## config.mk

```make
export PLATFORM = sky130hd
export DESIGN_NAME = nrv_top
export DESIGN_NICKNAME = d
export VERILOG_FILES = /design/src/hw/nrv_pkg.sv /design/src/hw/nrv_addr_unit.sv /design/src/hw/nrv_alu_nibble.sv /design/src/hw/nrv_control.sv /design/src/hw/nrv_regfile.sv /design/src/hw/nrv_top.sv
export SDC_FILE = /design/constraint.sdc
export NUM_CORES = 2
export LEC_CHECK = 0
export BUFFER_PORTS_ARGS = -buffer_cell sky130_fd_sc_hd__buf_2
export CAP_MARGIN = 10
export CORE_MARGIN = 2
export CORE_UTILIZATION = 55
export DETAILED_ROUTE_END_ITERATION = 10
export MAX_ROUTING_LAYER = met4
export PLACE_DENSITY = 0.71
export RECOVER_POWER = 25
export REMOVE_ABC_BUFFERS = 1
export SETUP_SLACK_MARGIN = 0.02
export SYNTH_ARGS = -nofsm -noshare
export SYNTH_HDL_FRONTEND = slang
export SYNTH_SLANG_ARGS = --single-unit
```

## constraint.sdc

```tcl
create_clock -name clk -period 10 [get_ports clk]
set_input_delay 1 -clock clk [delete_from_list [all_inputs] [get_ports clk]]
set_output_delay 1 -clock clk [all_outputs]
set_load 0.02 [all_outputs]
```

## src/hw/nrv_pkg.sv

```systemverilog
`default_nettype none

package nrv_pkg;

    localparam int xlen      = 32;              // data width
    localparam int nibbles   = xlen / 4;        // serial alu steps per op
    localparam int nib_cnt_w = $clog2(nibbles); // nibble counter width

    localparam logic [xlen-1:0] start_addr = 32'h00ff_0004; // reset pc

    // rv32i major opcodes, only the implemented ones
    typedef enum logic [6:0] {
        op_imm = 7'b001_0011, // addi
        op     = 7'b011_0011, // add sub and or xor
        load   = 7'b000_0011, // lw
        store  = 7'b010_0011, // sw
        lui    = 7'b011_0111,
        auipc  = 7'b001_0111,
        jal    = 7'b110_1111,
        jalr   = 7'b110_0111,
        branch = 7'b110_0011, // beq only
        system = 7'b111_0011  // ebreak only
    } opcode_e;

    typedef enum logic [2:0] {
        alu_add,
        alu_sub, // b inverted, carry-in set
        alu_and,
        alu_or,
        alu_xor
    } alu_op_e;

    typedef enum logic [2:0] {
        fetch,
        decode,
        execute,
        mem_access, // lw / sw data phase
        writeback,
        halt        // sticky until reset
    } ctrl_state_e;

    // apb3 master -> slave, 67 bits
    typedef struct packed {
        logic [xlen-1:0] paddr;
        logic            pwrite;
        logic [xlen-1:0] pwdata;
        logic            psel;
        logic            penable;
    } apb_req_t;

    // apb3 slave -> master, 34 bits
    typedef struct packed {
        logic [xlen-1:0] prdata;
        logic            pready;
        logic            pslverr;
    } apb_rsp_t;

    typedef struct packed {
        alu_op_e         op;
        logic [xlen-1:0] a;
        logic [xlen-1:0] b;
        logic            start; // one cycle pulse
    } alu_req_t;

    typedef struct packed {
        logic [xlen-1:0] pc;
        logic [xlen-1:0] rs1;
        logic [xlen-1:0] imm;
    } addr_req_t;

    typedef struct packed {
        logic [xlen-1:0] pc_plus4;
        logic [xlen-1:0] br_target;   // pc + imm
        logic [xlen-1:0] jalr_target; // (rs1 + imm) & ~1
        logic [xlen-1:0] mem_addr;    // rs1 + imm
    } addr_res_t;

endpackage

`default_nettype wire

```

## src/hw/nrv_addr_unit.sv

```systemverilog
`default_nettype none

module nrv_addr_unit import nrv_pkg::*; (
    input  wire addr_req_t req,
    output addr_res_t      res
);

    logic [xlen-1:0] pc_inc;  // sequential pc
    logic [xlen-1:0] pc_rel;  // beq, jal, auipc
    logic [xlen-1:0] rs1_rel; // jalr, lw, sw

    // three full-width adders, all in parallel with the serial alu
    assign pc_inc  = req.pc + xlen'(4);
    assign pc_rel  = req.pc + req.imm;
    assign rs1_rel = req.rs1 + req.imm;

    always_comb begin
        res.pc_plus4    = pc_inc;
        res.br_target   = pc_rel;
        res.jalr_target = {rs1_rel[xlen-1:1], 1'b0}; // lsb cleared per spec
        res.mem_addr    = rs1_rel;                   // word aligned by software
    end

endmodule

`default_nettype wire

```

## src/hw/nrv_alu_nibble.sv

```systemverilog
`default_nettype none

module nrv_alu_nibble import nrv_pkg::*; (
    input  wire logic         clk,
    input  wire logic         arst_n,
    input  wire alu_req_t     req,
    output logic [xlen-1:0]   result,
    output logic              done
);

    logic [xlen-1:0]      a_q;     // operand a, shifted right each step
    logic [xlen-1:0]      b_q;     // operand b, pre-inverted for sub
    logic [xlen-1:0]      res_q;   // result nibbles shift in from the top
    alu_op_e              op_q;
    logic                 carry_q; // carry between nibbles
    logic                 busy_q;
    logic [nib_cnt_w-1:0] cnt_q;   // current nibble index
    logic [4:0]           sum;     // nibble add with carry out
    logic [3:0]           nib;     // this cycle's result nibble

    assign sum = {1'b0, a_q[3:0]} + {1'b0, b_q[3:0]} + {4'b0000, carry_q};

    always_comb begin
        case (op_q)
            alu_and: nib = a_q[3:0] & b_q[3:0];
            alu_or:  nib = a_q[3:0] | b_q[3:0];
            alu_xor: nib = a_q[3:0] ^ b_q[3:0];
            default: nib = sum[3:0]; // add and sub share the adder
        endcase
    end

    // last nibble joins the shifted ones directly, so done lands on step 8
    assign result = {nib, res_q[xlen-1:4]};
    assign done   = busy_q && (cnt_q == nib_cnt_w'(nibbles - 1));

    always_ff @(posedge clk or negedge arst_n) begin
        if (!arst_n) begin
            busy_q  <= 1'b0;
            cnt_q   <= '0;
            carry_q <= 1'b0;
        end else if (req.start) begin
            busy_q  <= 1'b1;
            cnt_q   <= '0;
            carry_q <= (req.op == alu_sub); // +1 for two's complement
        end else if (busy_q) begin
            carry_q <= sum[4]; // logic ops never read it
            cnt_q   <= cnt_q + 1'b1;
            if (done) begin
                busy_q <= 1'b0;
            end
        end
    end

    // operand and result datapath
    always_ff @(posedge clk) begin
        if (req.start) begin
            a_q  <= req.a;
            b_q  <= (req.op == alu_sub) ? ~req.b : req.b;
            op_q <= req.op;
        end else if (busy_q) begin
            a_q   <= a_q >> 4;
            b_q   <= b_q >> 4;
            res_q <= {nib, res_q[xlen-1:4]};
        end
    end

endmodule

`default_nettype wire

```

## src/hw/nrv_control.sv

```systemverilog
`default_nettype none

module nrv_control import nrv_pkg::*; (
    input  wire logic            clk,
    input  wire logic            arst_n,
    output apb_req_t             apb_req,
    input  wire apb_rsp_t        apb_rsp,
    output logic                 halted,
    output logic                 illegal,
    output logic      [4:0]      rs1_addr,
    output logic      [4:0]      rs2_addr,
    input  wire logic [xlen-1:0] rs1_data,
    input  wire logic [xlen-1:0] rs2_data,
    output logic                 we,
    output logic      [4:0]      rd_addr,
    output logic      [xlen-1:0] rd_data,
    output alu_req_t             alu_req,
    input  wire logic [xlen-1:0] alu_result,
    input  wire logic            alu_done,
    output addr_req_t            addr_req,
    input  wire addr_res_t       addr_res
);

    ctrl_state_e     state_q;
    apb_req_t        apb_q;      // registered apb master outputs
    logic [xlen-1:0] pc_q;
    logic [xlen-1:0] ir_q;       // instruction register
    logic [xlen-1:0] alu_q;      // alu result at done
    logic [xlen-1:0] load_q;     // lw data
    addr_res_t       addr_q;     // address unit sampled in execute
    logic            br_taken_q; // rs1 == rs2
    logic            alu_run_q;  // alu started, waiting for done
    logic            halted_q;
    logic            illegal_q;
    opcode_e         opcode;
    logic [2:0]      funct3;
    logic [6:0]      funct7;
    logic [xlen-1:0] imm;
    logic [xlen-1:0] next_pc;
    alu_op_e         alu_sel;
    logic            legal;
    logic            use_alu;    // 9 cycle execute
    logic            writes_rd;
    logic            xfer_done;  // apb access phase completes

    assign opcode   = opcode_e'(ir_q[6:0]);
    assign funct3   = ir_q[14:12];
    assign funct7   = ir_q[31:25];
    assign rs1_addr = ir_q[19:15];
    assign rs2_addr = ir_q[24:20];
    assign rd_addr  = ir_q[11:7];

    always_comb begin
        imm = {{20{ir_q[31]}}, ir_q[31:20]}; // i-type
        case (opcode)
            store:      imm = {{20{ir_q[31]}}, ir_q[31:25], ir_q[11:7]};
            branch:     imm = {{19{ir_q[31]}}, ir_q[31], ir_q[7], ir_q[30:25], ir_q[11:8], 1'b0};
            lui, auipc: imm = {ir_q[31:12], 12'h000};
            jal:        imm = {{11{ir_q[31]}}, ir_q[31], ir_q[19:12], ir_q[20], ir_q[30:21], 1'b0};
            default: ;
        endcase
    end

    // legality and alu op select
    always_comb begin
        legal   = 1'b0;
        alu_sel = alu_add; // addi, lw, sw address add
        case (opcode)
            op_imm: legal = (funct3 == 3'b000);
            op: begin
                legal = (funct7 == 7'h00) || (funct7 == 7'h20 && funct3 == 3'b000);
                case (funct3)
                    3'b000:  alu_sel = funct7[5] ? alu_sub : alu_add;
                    3'b100:  alu_sel = alu_xor;
                    3'b110:  alu_sel = alu_or;
                    3'b111:  alu_sel = alu_and;
                    default: legal = 1'b0;
                endcase
            end
            load, store:     legal = (funct3 == 3'b010); // word only
            lui, auipc, jal: legal = 1'b1;
            jalr, branch:    legal = (funct3 == 3'b000);
            system:          legal = (ir_q == 32'h0010_0073); // ebreak
            default:         legal = 1'b0;
        endcase
    end

    assign use_alu   = (opcode == op_imm) || (opcode == op) || (opcode == load) ||
                       (opcode == store);
    assign writes_rd = (opcode != store) && (opcode != branch) && (opcode != system);
    assign xfer_done = apb_q.psel && apb_q.penable && apb_rsp.pready;

    assign alu_req.op    = alu_sel;
    assign alu_req.a     = rs1_data;
    assign alu_req.b     = (opcode == op) ? rs2_data : imm;
    assign alu_req.start = (state_q == execute) && use_alu && !alu_run_q;
    assign addr_req      = '{pc: pc_q, rs1: rs1_data, imm: imm};

    always_comb begin
        case (opcode)
            load:      rd_data = load_q;
            lui:       rd_data = imm;
            auipc:     rd_data = addr_q.br_target;
            jal, jalr: rd_data = addr_q.pc_plus4; // link
            default:   rd_data = alu_q;
        endcase
    end

    always_comb begin
        case (opcode)
            jal:     next_pc = addr_q.br_target;
            jalr:    next_pc = addr_q.jalr_target;
            branch:  next_pc = br_taken_q ? addr_q.br_target : addr_q.pc_plus4;
            default: next_pc = addr_q.pc_plus4;
        endcase
    end

    assign we      = (state_q == writeback) && writes_rd;
    assign apb_req = apb_q;
    assign halted  = halted_q;
    assign illegal = illegal_q;

    always_ff @(posedge clk or negedge arst_n) begin
        if (!arst_n) begin
            state_q   <= fetch;
            pc_q      <= start_addr;
            apb_q     <= '0;
            alu_run_q <= 1'b0;
            halted_q  <= 1'b0;
            illegal_q <= 1'b0;
        end else begin
            if (apb_q.psel && !apb_q.penable) begin
                apb_q.penable <= 1'b1; // setup -> access
            end
            if (xfer_done) begin
                apb_q.psel    <= 1'b0;
                apb_q.penable <= 1'b0;
            end
            case (state_q)
                fetch: begin
                    if (!apb_q.psel) begin // only right after reset
                        apb_q.psel   <= 1'b1;
                        apb_q.paddr  <= pc_q;
                        apb_q.pwrite <= 1'b0;
                    end else if (xfer_done) begin
                        state_q <= apb_rsp.pslverr ? halt : decode;
                        halted_q  <= apb_rsp.pslverr;
                        illegal_q <= apb_rsp.pslverr;
                    end
                end
                decode: begin
                    if (!legal || opcode == system) begin
                        state_q   <= halt;
                        halted_q  <= 1'b1;
                        illegal_q <= !legal; // ebreak halts cleanly
                    end else begin
                        state_q <= execute;
                    end
                end
                execute: begin
                    if (!use_alu) begin
                        state_q <= writeback;
                    end else if (alu_req.start) begin
                        alu_run_q <= 1'b1;
                    end else if (alu_done) begin
                        alu_run_q <= 1'b0;
                        if (opcode == load || opcode == store) begin
                            apb_q.psel   <= 1'b1; // data setup phase
                            apb_q.paddr  <= addr_res.mem_addr;
                            apb_q.pwrite <= (opcode == store);
                            apb_q.pwdata <= rs2_data;
                            state_q      <= mem_access;
                        end else begin
                            state_q <= writeback;
                        end
                    end
                end
                mem_access: begin
                    if (xfer_done) begin
                        state_q   <= apb_rsp.pslverr ? halt : writeback;
                        halted_q  <= apb_rsp.pslverr;
                        illegal_q <= apb_rsp.pslverr;
                    end
                end
                writeback: begin
                    pc_q         <= next_pc;
                    apb_q.psel   <= 1'b1; // next fetch setup
                    apb_q.paddr  <= next_pc;
                    apb_q.pwrite <= 1'b0;
                    state_q      <= fetch;
                end
                default: state_q <= halt;
            endcase
        end
    end

    // instruction and data payload capture
    always_ff @(posedge clk) begin
        if (state_q == fetch && xfer_done) begin
            ir_q <= apb_rsp.prdata;
        end
        if (state_q == mem_access && xfer_done) begin
            load_q <= apb_rsp.prdata;
        end
        if (state_q == execute) begin
            addr_q     <= addr_res;
            br_taken_q <= (rs1_data == rs2_data);
        end
        if (alu_done) begin
            alu_q <= alu_result;
        end
    end

endmodule

`default_nettype wire

```

## src/hw/nrv_regfile.sv

```systemverilog
`default_nettype none

module nrv_regfile import nrv_pkg::*; (
    input  wire logic            clk,
    input  wire logic            arst_n,
    input  wire logic [4:0]      rs1_addr,
    input  wire logic [4:0]      rs2_addr,
    output logic      [xlen-1:0] rs1_data,
    output logic      [xlen-1:0] rs2_data,
    input  wire logic            we,
    input  wire logic [4:0]      rd_addr,
    input  wire logic [xlen-1:0] rd_data
);

    logic [xlen-1:0] regs_q [1:31]; // x0 not stored

    always_ff @(posedge clk or negedge arst_n) begin
        if (!arst_n) begin
            for (int i = 1; i < 32; i++) begin
                regs_q[i] <= '0;
            end
        end else if (we && (rd_addr != 5'd0)) begin // writes to x0 dropped
            regs_q[rd_addr] <= rd_data;
        end
    end

    // combinational reads, x0 hardwired
    assign rs1_data = (rs1_addr == 5'd0) ? '0 : regs_q[rs1_addr];
    assign rs2_data = (rs2_addr == 5'd0) ? '0 : regs_q[rs2_addr];

endmodule

`default_nettype wire

```

## src/hw/nrv_top.sv

```systemverilog
`default_nettype none

module nrv_top import nrv_pkg::*; (
    input  wire logic     clk,
    input  wire logic     arst_n,
    output apb_req_t      apb_req,
    input  wire apb_rsp_t apb_rsp,
    output logic          halted,
    output logic          illegal
);

    logic [4:0]      rs1_addr;
    logic [4:0]      rs2_addr;
    logic [4:0]      rd_addr;
    logic [xlen-1:0] rs1_data;
    logic [xlen-1:0] rs2_data;
    logic [xlen-1:0] rd_data;
    logic            we;
    alu_req_t        alu_req;
    logic [xlen-1:0] alu_result;
    logic            alu_done;
    addr_req_t       addr_req;
    addr_res_t       addr_res;

    nrv_control u_control (
        .clk        (clk),
        .arst_n     (arst_n),
        .apb_req    (apb_req),
        .apb_rsp    (apb_rsp),
        .halted     (halted),
        .illegal    (illegal),
        .rs1_addr   (rs1_addr),
        .rs2_addr   (rs2_addr),
        .rs1_data   (rs1_data),
        .rs2_data   (rs2_data),
        .we         (we),
        .rd_addr    (rd_addr),
        .rd_data    (rd_data),
        .alu_req    (alu_req),
        .alu_result (alu_result),
        .alu_done   (alu_done),
        .addr_req   (addr_req),
        .addr_res   (addr_res)
    );

    nrv_regfile u_regfile (
        .clk      (clk),
        .arst_n   (arst_n),
        .rs1_addr (rs1_addr),
        .rs2_addr (rs2_addr),
        .rs1_data (rs1_data),
        .rs2_data (rs2_data),
        .we       (we),
        .rd_addr  (rd_addr),
        .rd_data  (rd_data)
    );

    nrv_alu_nibble u_alu (
        .clk    (clk),
        .arst_n (arst_n),
        .req    (alu_req),
        .result (alu_result),
        .done   (alu_done)
    );

    nrv_addr_unit u_addr (
        .req (addr_req),
        .res (addr_res)
    );

endmodule

`default_nettype wire

```

==> reports/results.txt <==
CTS sink count = 1389
Initial Util = 0.553
slew margin rel. = -3.41
detailed-route wire length per cell = 29.1 um
Synth Instances = 6395
CTS tree = yes
EDFF count, synth = 287
unrepaired setup endpoints after global routing = false
maximum vdd drop = 181 uV
Post-synth top flop = dfrtp_1
Max-Cap Viols = 5
CP endpoint kind = asynchronous set/reset pin
routed vias/inst = 6.76
I/O Pins = 105
post-CTS setup repair buffer count = 0
number of distinct library cells after synthesis = 74
#FFs+latches synth = 1389
Slew Limit Fails = 314
period utilisation layout = 0.697
worst min path class = input pin to flip-flop
cell total after placement = 7805
Nets = 6333
DR iter-0 viols = 8073
Worst-Margin Slew = 6.61 ns
Final min period = 6.97 ns
GR Util All Layers = 0.370
pin count of the biggest net entering global routing = 174
final hold violation count = 0
PD cells = 225 nW/um2
Die X = 365 um
Clock Root Buffer = clkbuf_16
commonest non-fill, non-tap cell in the layout = nand2_1
DR pass1 iterations = 8
die area = 133000 um2
share of the synthesized area in the top cell type = 0.383
count of final setup violators = 0
clock latency on the worst-skew pair = 0.81 ns
final worst slack = 3.03 ns
ys async rst share = 0.793
Worst path max stage delay = 4.49 ns
clock slew at reported path FFs = 0.06 ns
Worst Clk Skew = 0.0244 ns
commonest non-fill, non-tap cells in the layout = nand2_1 (1330), o21ai_0 (1115), dfrtp_1 (1093)
Synth area leader = dfrtp_1
CTS Buf Count = 149
CTS Buffer Depth = 3
Crit Path Max Fanout = 113
share of cells above drive strength 1 = 0.174
WS Path Type = input pin to asynchronous set/reset pin
H-tree Lvls = 4
vias in the first global route = 53040
status = complete, but fails checks
violated checks = max-capacitance violations, max-slew violations
# DRC = 0
Leakage = 33.0 nW
fin util = 0.605
Avg Inst Size Synth = 11.2 um2
CP Launch Type = input pin
Core ar. = 129000 um2
GP Congestion = 0.982
first-pass GRT wire length = 350000 um
residual overflow from global routing = 0
yosys warns = 0
area delta synth->final = 9.38%
IO buf count = 104
CP max-delay cell = clkbuf_1
standard-cell rows = 132
final WL = 235000 um
worst path required time = 10.57 ns
worst hold slack = 0.387 ns
crit-path cells = clkbuf_1, clkbuf_2
Post-DRT Antenna Nets = 0
post_cts resized = 0
max frequency = 0.144 GHz
vias = 54693
final non-filler cell total = 8090
Mapped Area = 71500 um2
crit path buf inv count = 2
pre-CTS setup slack = 3.41 ns
Worst EP arrival = 7.54 ns
Seq/Total Area, Yosys = 0.507
DPL Wire Length = 140000 um
delay-heaviest family, CP = buffers and inverters
Die H = 365 um
initial antenna violation count = 9
CTS Hold Bufs = 0
main area contributors after synthesis = dfrtp_1 (38%), mux4_2 (16%), edfxtp_1 (12%), o21ai_0 (7.9%), nand2_1 (7.2%)
[layer usage]
layer	GRT usage	share of wire	vias to the layer above	routed length, um
li1	-	-	22984	-
met1	0.495	0.38	27397	89100
met2	0.536	0.45	3606	106000
met3	0.0913	0.12	706	28400
met4	0.172	0.051	0	11900
met5	-	0	-	0
[power by group]
group	switching [W]	internal (W)
combinational	0.00198	0.00189
sequential	0.00107	0.00713
clock	0.00240	0.00315
total	0.00545	0.0122
[state kept, by name (all words and copies together) (netlist names), 28 cells and up]
| signal | count |
|---|---|
| u_alu.a_q | 32 |
| u_regfile.regs_q | 992 |
| u_control.pc_q | 32 |
| u_control.ir_q | 32 |
| u_alu.b_q | 32 |
| u_control.load_q | 32 |
| u_control.apb_req | 67 |
| u_control.alu_q | 32 |
| u_control.addr_q | 95 |
| u_alu.res_q | 28 |
[cells by family (layout without fill, tap and decap cells)]
| family | Yosys count | count (layout) | synth area share |
|---|---|---|---|
| buf+inv | 617 | 563 | 0.0374 |
| other cells | 0 | 7 | 0 |
| xor+xnor | 151 | 151 | 0.0185 |
| compound gates | 1704 | 1704 | 0.136 |
| flops | 1389 | 1389 | 0.507 |
| simple gates | 1751 | 1751 | 0.0983 |
| mux | 706 | 706 | 0.190 |
| fa+ha+maj | 77 | 77 | 0.0139 |
[worst paths after layout]
check | slack [ns] | end | start | cells past startpoint
setup / recovery | 3.03 | u_regfile.regs_q[268] | arst_n | 2
hold / removal | 0.39 | u_control.ir_q[7] | apb_rsp[9] | 1
setup reg to reg | 3.31 | u_control.apb_req[65] | u_control.ir_q[15] | 15
hold reg to reg | 0.42 | u_control.alu_q[1] | u_alu.res_q[5] | 0
max in group clk | 3.31 | u_control.apb_req[65] | u_control.ir_q[15] | 15
min in group asynchronous | 2.67 | u_regfile.regs_q[583] | arst_n | 1
[cell usage after synthesis (11+ instances only)]
cell type     n
nand2_1    1363
o21ai_0    1133
dfrtp_1    1093
mux4_2      512
clkbuf_1    431
edfxtp_1    287
a21oi_1     224
nor2_1      192
mux2i_1     152
xnor2_1      92
ha_1         73
a21o_1       72
a222oi_1     63
xor2_1       59
buf_2        58
a221oi_1     51
inv_1        50
nand3_1      40
mux2_2       38
buf_1        29
nor3_1       28
a211oi_1     26
buf_6        25
buf_4        23
o221ai_1     20
and2_1       19
and3_1       17
nor4_1       15
nor2b_1      14
nand2b_1     13
or3_1        12
a31o_2       11
a31oi_1      11
o211ai_1     11
o21a_1       11
[per-stage QoR]
stage / TNS [ns] / cell area [um2] / power, W
4_1_cts: 0 / 78100 / 0.0175
5_1_grt: 0 / 78200 / 0.0184
3_3_place_gp: 0 / 73300 / 0.0118
6_report: 0 / 78200 / 0.0176
3_5_place_dp: 0 / 73300 / 0.0120
2_1_floorplan: -615.49 / 69000 / 0.0107
[layout make-up]
type                    instances  area, um2
repair buffers                241       1730
well taps                    1742       2180
clock inverters                59        631
multi-input cells            4389      33000
flip-flops and latches       1389      36200
clock buffers                 213       4230
fillers                     10136      51100
inverters                      50        193
diodes                          7       17.5
Power figures use the tool's default switching activity.
